## config.mk

```make
export PLATFORM = sky130hd
export DESIGN_NAME = leaf_table
export DESIGN_NICKNAME = d
export VERILOG_FILES = /design/src/hdl/patch_pkg.sv /design/src/hdl/kd_tree_pkg.sv /design/src/hdl/leaf_table.sv
export SDC_FILE = /design/constraint.sdc
export NUM_CORES = 1
export LEC_CHECK = 0
export BUFFER_PORTS_ARGS = -buffer_cell sky130_fd_sc_hd__buf_2
export CAP_MARGIN = 20
export CELL_PAD_IN_SITES_DETAIL_PLACEMENT = 1
export CELL_PAD_IN_SITES_GLOBAL_PLACEMENT = 1
export CORE_MARGIN = 2
export CORE_UTILIZATION = 50
export DETAILED_ROUTE_END_ITERATION = 12
export GPL_TIMING_DRIVEN = 0
export PLACE_DENSITY_LB_ADDON = 0.1
export SYNTH_ARGS = -nofsm -noshare
export SYNTH_HDL_FRONTEND = slang
export SYNTH_SLANG_ARGS = --single-unit
```

## constraint.sdc

```tcl
create_clock -name clk -period 2.35 [get_ports clk]
set_input_delay 0.47 -clock clk [delete_from_list [all_inputs] [get_ports clk]]
set_output_delay 0.47 -clock clk [all_outputs]
set_load 0.1 [all_outputs]
```

## src/hdl/patch_pkg.sv

```systemverilog
package patch_pkg;

  // Patch layout, component 0 in the low bits
  localparam int NUM_COMPONENTS  = 5;
  localparam int COMPONENT_WIDTH = 11;
  localparam int PATCH_WIDTH     = NUM_COMPONENTS * COMPONENT_WIDTH;   // 55 bits

  typedef logic [PATCH_WIDTH-1:0]     patch_t;
  typedef logic [COMPONENT_WIDTH-1:0] component_t;

  // Candidate id stored per leaf
  localparam int MATCH_ID_WIDTH = 8;

  typedef logic [MATCH_ID_WIDTH-1:0] match_id_t;

endpackage

```

## src/hdl/kd_tree_pkg.sv

```systemverilog
package kd_tree_pkg;

  // Tree shape, six levels of split nodes above the leaves
  localparam int TREE_DEPTH = 6;
  localparam int NUM_NODES  = 2**TREE_DEPTH - 1;   // 63 internal nodes
  localparam int NUM_LEAVES = 2**TREE_DEPTH;       // 64 leaves

  // Breadth-first node address, node at level i position j sits at 2^i + j - 1
  localparam int NODE_ADDR_WIDTH = 6;

  // Node word fields
  localparam int AXIS_WIDTH   = 3;    // Enough for 5 components
  localparam int THRESH_WIDTH = 11;   // Same width as one patch component
  localparam int NODE_WIDTH   = AXIS_WIDTH + THRESH_WIDTH;

  // Axis in the top bits, threshold below
  typedef struct packed {
    logic [AXIS_WIDTH-1:0]   axis;     // Component to split on, 5 and up clamp to 4
    logic [THRESH_WIDTH-1:0] thresh;   // Go right when component >= thresh
  } node_word_t;

  // Leaf number, first-level decision in the MSB
  typedef logic [TREE_DEPTH-1:0] leaf_index_t;

endpackage
```

## src/hdl/leaf_table.sv

```systemverilog
`timescale 1ns/1ps

module leaf_table (
  input  logic                     clk,
  input  logic                     rst_n,
  input  logic                     leaf_wen,      // Host write
  input  logic                     rd_en,         // Leaf index from the tree is valid
  input  kd_tree_pkg::leaf_index_t leaf_addr,
  input  patch_pkg::match_id_t     leaf_data,
  input  kd_tree_pkg::leaf_index_t rd_index,
  output logic                     match_valid,
  output kd_tree_pkg::leaf_index_t match_leaf,
  output patch_pkg::match_id_t     match_id
);

  patch_pkg::match_id_t id_mem [kd_tree_pkg::NUM_LEAVES];   // One id per leaf

  // Host writes, visible to reads on the next cycle
  always_ff @(posedge clk) begin
    if (leaf_wen) begin
      id_mem[leaf_addr] <= leaf_data;
    end
  end

  // Registered lookup
  always_ff @(posedge clk) begin
    if (rd_en) begin
      match_id   <= id_mem[rd_index];
      match_leaf <= rd_index;   // Leaf travels with its id
    end
  end

  always_ff @(posedge clk) begin
    if (!rst_n) begin
      match_valid <= 1'b0;
    end else begin
      match_valid <= rd_en;
    end
  end

endmodule

```

Word level (Yosys, flattened, before mapping)
Memory sizes are Yosys's and may differ from the RTL's. A register that Yosys moved wholly into a read port is not among the register bits.
Cells that the tools add are included.
{"block": "op_classes", "muxes": 2}
{"op": "$mux 1", "n": 2}
{"block": "word_totals", "ff_bits": 7, "ramBits": 512, "in_bits": 24, "output_inout_bits": 15, "elab_cells": 5, "mem_count": 1}
{"memory": "id_mem", "depth": 64, "word_bits": 8, "rd": 1, "rd_clocked_by_memory_dff": 1, "write_ports": 1, "line_no": "leaf_table.sv:16", "source": "patch_pkg::match_id_t id_mem [kd_tree_pkg::NUM_LEAVES];"}

Depth between registers and ports, before layout
{"block": "depth", "ltp_word": 2, "depth_mapped": 10, "depth_no_buf": 6}

Worst setup path before layout
OpenSTA, ideal clock, no wires.
{"block": "synth_path", "path_kind": "in2reg", "start": "input rd_index[0]", "end": "register match_id[1] (read register of id_mem), data pin", "setup_ns": 0.269, "arrival_time_ns": 2.027, "slack_ns": 0.054, "stages": 7, "path_buffers": 3, "cell_sequence": "buf_6 > buf_12 > buf_2 > mux4_2 > mux2_2 > o221ai_1 > nand4_1"}
{"item": "start, declared", "line_no": "leaf_table.sv:10", "source": "input kd_tree_pkg::leaf_index_t rd_index,"}
{"item": "end, declared", "line_no": "leaf_table.sv:13", "source": "output patch_pkg::match_id_t match_id"}

Worst setup path after layout
{"block": "layout_path", "start": "input leaf_addr[1]", "end": "memory id_mem[31][5] (netlist name), enable pin"}
{"item": "start, declared", "line_no": "leaf_table.sv:8", "source": "input kd_tree_pkg::leaf_index_t leaf_addr,"}
{"item": "end, declared", "line_no": "leaf_table.sv:16"}
No word-level cell before the write port.

==> metrics <==
status completed; RePlAce Congestion 0.8521; Routed WL per cell 32.17 um; top-count cell post-synth edfxtp_1; Die Height 207.2 um; fmax 0.4264 GHz; pin count of the biggest net entering global routing 65; Die W 207.2 um; Buffers on Ports 34; dpl cells 1546; EDFF count, synth about 530; drt pass-1 iters 6; first-pass GRT wire length 75.69 mm; WP data required about 2.6 ns; Tmin final around 2.3 ns; FF+latch count, synth 527; Overall Power 19240 uW; relative slew slack 35.91%; aggregate global-route resource usage 25.01%; register area share after synthesis around three quarters; drt total wl 52.60 mm; nets 1093; layout cell share with drive strength beyond 1 26.75%; DP HPWL 35.07 mm; # Max-Cap Violations 0; vias per inst 6.109; sw frac approximately 22%; DRT antenna net count 0; row count 74; CP arrival 2.55 ns; Core Box Area 0.04083 mm2; Max VDD drop slightly above 0.6 mV; syn_area_per_cell 21.24 um2; count of final setup violators 0; Multi-input gate area ~0.0045 mm2; layout overhead on the synthesized area 12.63%; Core Util, Final 56.93%; Post-synth top flop edfxtp_1; via count around 10000; final period utilization between 90 and 100%; synthesized cell area slightly above 0.02 mm2; pwr/cell area between 800 and 900 mW/mm2; RSZ-0062 raised after global routing yes; worst reg2reg setup slack approximately 0.20 ns; critical path type input pin to flip-flop; Synth top area share 76.52%; Post-CTS Setup Bufs 0; crit path max fanout 10; P_int 14970 uW; Clock Path Buffers 3; remaining global-route overflow 0; sequential share of power 54.3%; synth top area cells edfxtp_1 (77%), mux4_2 (13%), nor2_1 (1.6%); CP Capture Type flip-flop; worst min path class input pin to flip-flop; switching power 4264 uW; final hold viol count 0; final worst setup slack 0.004965 ns; Synth cell types 44; Tightest Pin Transition about 0.96 ns; worst slack at placement -1.208 ns; Clk pwr share 38.9%; fillers 3495; register area 0.01582 mm2; vias in the first global route 10390; Async S/R FF share, synth 0%; syn nets 996; Post-synth top cells edfxtp_1 (526), mux4_2 (115), nor2_1 (90); WHS 0.07317 ns; Setup Skew about 0.022 ns; Hold Buf Count CTS 0; CTS Buf Count between 50 and 60; CTS clk-pin slew, worst paths 0.06 ns; Non-Filler Instances 1635; P_leak 0.007284 uW; max-slew violation count 0; number of antenna violations at the first check in global routing 0; initial drt markers 1013; clk root buf clkbuf_16; post-synth top area cell edfxtp_1; DRC 0; Top Ports 39; die area 0.04292 mm2; cells after synthesis a little under 1000; Clock Latency Late Sink 0.59 ns; Synth warnings 0; antenna fix cells 0; Gate power share 6.8%; # clock sinks 527; H-tree levels 2; Startpoint Class input pin; CTS tree built; initial core utilization 50.55%
## kinds of logic after synthesis
logic type | after synthesis | share of synthesized area, %
compound gates | 63 | 2.291
buf+inv | 54 | 1.794
flops | 527 | 76.62
mux | 162 | 15.63
simple gates | 166 | 3.661
## critical path, stage by stage
cell and delay (ns):
clkbuf_1 0.36, nand4_1 0.78, nor2_1 0.93
## cells in the final DEF (no fill, tap or decap), types with 6 or more instances in the layout
cell type  Yosys  routed
nor2b_1       12      12
nand2_1       20      20
mux4_2       115     115
clkbuf_16      0      53
mux4_1         9       9
nor2_1        90      84
mux2i_1       22      16
nand2b_1      12      12
clkbuf_1      17      28
buf_12         3      11
buf_2         13      42
buf_4          8      11
a22oi_1        6       6
clkinv_1       0      11
o21ai_0       10      10
edfxtp_1     526     526
buf_6          8       8
nand3_1        8       8
o22ai_1       14      12
nor2_2         0       6
mux2_2        16      16
## stage by stage
stage / TNS, ns / cell area [um2]
global route: -1.931 / 23250
finish: 0 / 23250
floorplan: 0 / 20640
detailed placement: -159.76 / 21610
CTS: 0 / 23130
global placement: -151.37 / 21480
## sequential cells by signal, indices dropped and copies added (netlist names)
signal,cells
id_mem,512
match_id,8
match_leaf,6
match_valid,1
## per-layer routing
layer	global-route usage, %	routed length, um	vias to the layer above
met1	35.69	22370	5321
met2	39.82	25500	360
met4	6.897	1214	0
met3	5.033	3520	70
li1	-	-	4237
met5	0	0	-
## power by group through the flow
stage	clock (uW)	combinational [uW]	sequential [uW]
final	7480	1310	10400
after global routing	7900	1370	10500
after CTS	7580	1290	10500
after detailed placement	0	1270	10700
after global placement	0	1230	10700
after floorplan	0	571	10800
## worst paths after layout
kind                                     from       endpoint  depth (start not counted)
worst max-delay path             leaf_addr[1]  id_mem[31][5]                          3
worst min-delay path              rd_index[2]  match_leaf[2]                          1
worst max register to register  id_mem[55][6]    match_id[6]                          5
worst min register to register  id_mem[22][1]    match_id[1]                          3
## what timing repair did
item | in CTS | in global routing
setup endpoints to repair | 11 | 84
gates cloned | 0 | 0
resized for setup | 22 | 19
## layout make-up
| class | instances | share of cell area [%] |
|---|---|---|
| sequential | 527 | 68.03 |
| clock inverter | 17 | 0.3175 |
| clock buffer | 72 | 6.012 |
| buffer | 52 | 1.781 |
| timing repair buffer | 44 | 1.507 |
| tap | 532 | 2.863 |
| multi-input combinational | 391 | 19.49 |
No activity file was read; power rests on OpenSTA's default activity.
