--- config.mk ---
export PLATFORM = sky130hd
export DESIGN_NAME = tree_ctrl
export DESIGN_NICKNAME = d
export VERILOG_FILES = /design/src/hdl/tree_ctrl.sv
export SDC_FILE = /design/constraint.sdc
export NUM_CORES = 1
export LEC_CHECK = 0
export BUFFER_PORTS_ARGS = -buffer_cell sky130_fd_sc_hd__buf_2
export CAP_MARGIN = 20
export CORE_AREA = 4 4 41 43
export CTS_CLUSTER_SIZE = 20
export DETAILED_ROUTE_END_ITERATION = 12
export DIE_AREA = 0 0 45 47
export SYNTH_ARGS = -nofsm -noshare
export SYNTH_HDL_FRONTEND = slang
export SYNTH_SLANG_ARGS = --single-unit
--- constraint.sdc ---
create_clock -name clk -period 1.8 [get_ports clk]
set_input_delay 0.36 -clock clk [delete_from_list [all_inputs] [get_ports clk]]
set_output_delay 0.36 -clock clk [all_outputs]
set_load 0.01 [all_outputs]
--- src/hdl/tree_ctrl.sv ---
`timescale 1ns/1ps

module tree_ctrl (
  input  logic       clk,
  input  logic       rst_n,
  input  logic       load_start,    // Host pulse that begins a tree load
  input  logic       tree_full,     // All nodes written
  input  logic       patch_valid,
  output logic       load_enable,   // Load mode level
  output logic       tree_ready,
  output logic       patch_en,      // Patch forwarded into the tree
  output logic [7:0] drop_count     // Saturating count of refused patches
);

  logic patch_drop;

  // Load mode is set on start and cleared once the tree fills
  always_ff @(posedge clk) begin
    if (!rst_n) begin
      load_enable <= 1'b0;
    end else if (load_start) begin
      load_enable <= 1'b1;   // Start wins over a full tree on reload
    end else if (tree_full) begin
      load_enable <= 1'b0;
    end
  end

  assign tree_ready = !load_enable && tree_full;

  // Gate incoming patches
  assign patch_en   = patch_valid && tree_ready;
  assign patch_drop = patch_valid && !tree_ready;

  // Drop counter holds at 255
  always_ff @(posedge clk) begin
    if (!rst_n) begin
      drop_count <= '0;
    end else if (patch_drop && (drop_count != 8'hff)) begin
      drop_count <= drop_count + 8'd1;
    end
  end

  a_no_ready_in_load: assert property (@(posedge clk) disable iff (!rst_n)
    !(load_enable && tree_ready))
    else $error("tree_ready raised while still loading");

endmodule

Yosys cells after proc, flatten, opt, wreduce, memory -nomap -nowiden
Cells that the tools add are included.
Widths: inputs -> output; s select.

operators by class
  eq/ne operators = 1
  add/subtract/negate cells = 1
  reduce and logical (&&, ||, !) cells = 7
  mux-type cells = 2

operator list
  kind                 number
  $add 8x1->8 const B  1
  $ne 8x8->1 const B   1
  $logic_and 1x1->1    4
  $logic_not 1->1      2
  $mux 1               2
  $reduce_bool 2->1    1

storage, ports and cells
  input port bits = 5
  output and inout bits = 11
  bits in registers = 9

Longest topological paths before layout
  depth in word-level cells = 5
  depth in mapped cells = 5
  gate-level depth less buffers = 5

Worst setup path before layout
OpenSTA, ideal clock, no wires.

  path type = register to register
  from = register load_enable
  to = register drop_count[5]
  period minus slack after synthesis = 1.365 ns
  buffers on the path = 0
  arrival time = 1.295 ns
  stages on the path, launching flop included = 5
  slack = 0.435 ns
  cell sequence = dfxtp_1 -> nand2b_1 -> nand3_2 -> or4_1 -> a21oi_1

on the way
  cells in the longest elaborated chain, start to end = 5

RTL lines
  element                 RTL line  text
  from (decl)             9         output logic load_enable,
  from (signal assigned)  20        load_enable <= 1'b0;
  from (signal assigned)  22        load_enable <= 1'b1;
  from (signal assigned)  24        load_enable <= 1'b0;
  $logic_not 1->1         28        assign tree_ready = !load_enable && tree_full;
  $logic_and 1x1->1       28
  $logic_not 1->1         32        assign patch_drop = patch_valid && !tree_ready;
  $logic_and 1x1->1       32
  $logic_and 1x1->1       38        end else if (patch_drop && (drop_count != 8'hff)) begin
  to (signal assigned)    39        drop_count <= drop_count + 8'd1;
  to (decl)               12        output logic [7:0] drop_count

Every way passes these cells.
A chain may end at the register's enable or synchronous reset.

Worst setup path in the final report
  from = register load_enable
  to = output patch_en

on the way
  cells in the longest elaborated chain, start to end = 3

RTL lines
  element            RTL line  text
  $logic_not 1->1    28
  $logic_and 1x1->1  28
  $logic_and 1x1->1  31        assign patch_en = patch_valid && tree_ready;
  to (decl)          11        output logic patch_en,

Every way passes these cells.

==> flow_summary_export.csv <==
group,metric,value,unit
outcome,status,"finished, final reports clean",
clocking,htreeDepth,1,
min_path,hold_class,"in -> reg",
critical_path,crit_path_cell_trace,"nand2b_1 > inv_1 > and2_1 > buf_2",
floorplan,num_io_pins,16,
cells_and_area,fillers,141,
clocking,cts_tree,"built",
clocking,cts_resized,0,
global_routing,grt_pass1_wl,1680,um
pwr,irDropWorstVdd,0.428,mV
synthesis,synth-warning-count,0,
pwr,power.density,723,mW/mm^2
synthesis,synth_area_per_cell,8.43,sq um
critical_path,cp-start-kind,"flip-flop",
floorplan,start_util,34.3,%
routing,drt_iter0_drc,14,
floorplan,core,0.00130,sq mm
cells_and_area,area_growth,26.9,%
synthesis,synth_area_leaders,"dfxtp_1 (40%), mux2i_1 (6.7%), nand4_1 (5.6%)",
place,gp_congestion,0.808,
sta,worst_pin_slew,302,ps
cells_and_area,multi_input_area,251,sq um
clocking,cts_setup_buffers,0,
global_routing,grt_usage,11.4,%
routing,wl_per_cell,12.4,um
clocking,clk_path_buf_depth,2,
sta,report.final.setup_viol,0,
floorplan,fp-row-count,13,
global_routing,grt-ovfl-total,0,
floorplan,die_w,45,um
sta,holdWs,298,ps
sta,hold_violations,0,
synthesis,yosys.area.top_type,"dfxtp_1",
synthesis,yosys_register_bits,9,
synthesis,syn_area,447,sq um
place,dp_hpwl,777,um
sta,clock.fmax,0.631,GHz
sta,slew_violations,0,
routing,postRouteAntennaNets,0,
critical_path,critPathMaxFanout,7,
clocking,cts_root_buffer,"clkbuf_4",
cells_and_area,final_nets,79,
critical_path,critical_path_required,1440,ps
cells_and_area,drive_above_1_share,29.2,%
synthesis,synth_top_area_share,40.3,%
global_routing,antenna_found_initial,0,
critical_path,r2r_slack,350,ps
critical_path,cp_top_family,"simple AND/OR/NAND/NOR gates",
sta,finalCritPeriodShare,88.1,%
critical_path,arrival,1230,ps
clocking,clk_latency,260,ps
synthesis,yosysUniqueCellTypes,24,
synthesis,yosysSeqAreaShare,40.3,%
clocking,holdBufCountCts,0,
sta,period_needed,1590,ps
sta,slew_headroom,79.7,%
critical_path,path_class,"reg -> out",
floorplan,die_y,47,um
routing,firstDrtPassIters,4,
routing,drt_wl_total,1080,um
pwr,p_leak,0.275,nW
routing,via_count,457,
sta,skew,5.93,ps
critical_path,crit_buf_inv,2,
cells_and_area,register_area,180,sq um
sta,setup_tns,0,ps
clocking,clk_pin_slew_worst_paths,70,ps
sta,rsz0062_at_grt,"false",
synthesis,syn_inst,53,
routing,via_per_inst,5.25,
global_routing,grt_pass1_vias,394,
run,drv_cap,0,
global_routing,grt_max_degree,9,
critical_path,cpMaxStageDelayCell,"dfxtp_1",
clocking,cts_made_buffers,3,
clocking,cts.sinks,9,
critical_path,slowest_delay,340,ps
place,port_buffers,15,
cells_and_area,fin_util,43.6,%
cells_and_area,num_antenna_cells,0,
synthesis,synth_fp_nets,59,
critical_path,end_kind,"output pin",
routing,drc,0,
floorplan,dieArea,0.00212,sq mm
[registers in the layout (all words and copies together), names as in the netlist]
register,flops
load_enable,1
drop_count,8
[layer usage]
metal	track usage (%)	share of wire, %	vias to the layer above
li1	-	-	232
met1	15.6	52	207
met2	14.7	39	16
met3	3.45	7.1	2
met4	8.77	1.6	0
met5	0	0	-
[cell type report]
| class | instances | share of cell area, % |
|---|---|---|
| Clock buffer | 4 | 4.64 |
| Inverter | 4 | 2.65 |
| Multi-Input combinational cell | 40 | 44.4 |
| Sequential cell | 9 | 31.8 |
| Tap cell | 15 | 3.31 |
| Timing Repair Buffer | 15 | 13.2 |
[cells in the final DEF (no fill, tap or decap)]
| master | n |
|---|---|
| nand2b_1 | 1 |
| o211ai_1 | 1 |
| ha_1 | 1 |
| or4_1 | 1 |
| nand4_1 | 4 |
| a211oi_1 | 1 |
| nor3_1 | 1 |
| and3_1 | 3 |
| o21ai_0 | 3 |
| and2_2 | 1 |
| nand3_1 | 1 |
| xor2_1 | 1 |
| mux2i_1 | 3 |
| inv_1 | 4 |
| clkbuf_1 | 1 |
| nor2_1 | 6 |
| and2_1 | 1 |
| or3_2 | 1 |
| a31oi_1 | 1 |
| a21oi_1 | 3 |
| buf_2 | 15 |
| nand2_1 | 3 |
| nand3_2 | 1 |
| and4_1 | 1 |
| clkbuf_4 | 3 |
| dfxtp_1 | 9 |
| o31ai_1 | 1 |
[report_power, final]
group | leakage, nW | switching, mW | internal [mW]
Sequential | 0.0731 | 0.00485 | 0.205
Combinational | 0.187 | 0.0230 | 0.0166
Clock | 0.0150 | 0.0752 | 0.0856
Total | 0.275 | 0.103 | 0.307
[worst reg2reg max path, delay by kind of cell, from the launching register on]
family	cells	cell delay, ps
flops	1	410
simple gates	3	820
compound gates	1	140
[per-stage QoR]
stage / total power, mW / area (sq um) / cells / setup WS [ps]
after floorplan: 0.235 / 447 / 53 / 435
after global placement: 0.253 / 541 / 83 / 340
after detailed placement: 0.254 / 541 / 83 / 284
after CTS: 0.415 / 567 / 87 / 203
after global routing: 0.429 / 567 / 87 / 110
final: 0.410 / 567 / 87 / 214
[kinds of logic (layout without fill, tap and decap cells)]
kind of cell	Yosys count	count (layout)	synth area share, %
compound gates	10	10	13.2
xor+xnor	1	1	1.96
fa+ha+maj	1	1	2.80
buf+inv	4	23	3.36
flops	9	9	40.3
mux	3	3	6.72
simple gates	25	25	31.7
[Yosys cell counts]
cell type  number
dfxtp_1         9
nor2_1          6
inv_1           4
nand4_1         4
a21oi_1         3
and3_1          3
mux2i_1         3
nand2_1         3
o21ai_0         3
a211oi_1        1
a31oi_1         1
and2_1          1
and2_2          1
and4_1          1
ha_1            1
nand2b_1        1
nand3_1         1
nand3_2         1
nor3_1          1
o211ai_1        1
o31ai_1         1
or3_2           1
or4_1           1
xor2_1          1
[worst paths after layout]
check | from | endpoint | cells after the start
setup / recovery | load_enable$_SDFFE_PN0P_ | patch_en | 4
hold / removal | load_start | load_enable$_SDFFE_PN0P_ | 3
setup reg to reg | drop_count[2]$_SDFFE_PN0P_ | drop_count[5]$_SDFFE_PN0P_ | 4
hold reg to reg | load_enable$_SDFFE_PN0P_ | load_enable$_SDFFE_PN0P_ | 2
No activity file was read; power rests on OpenSTA's default activity.
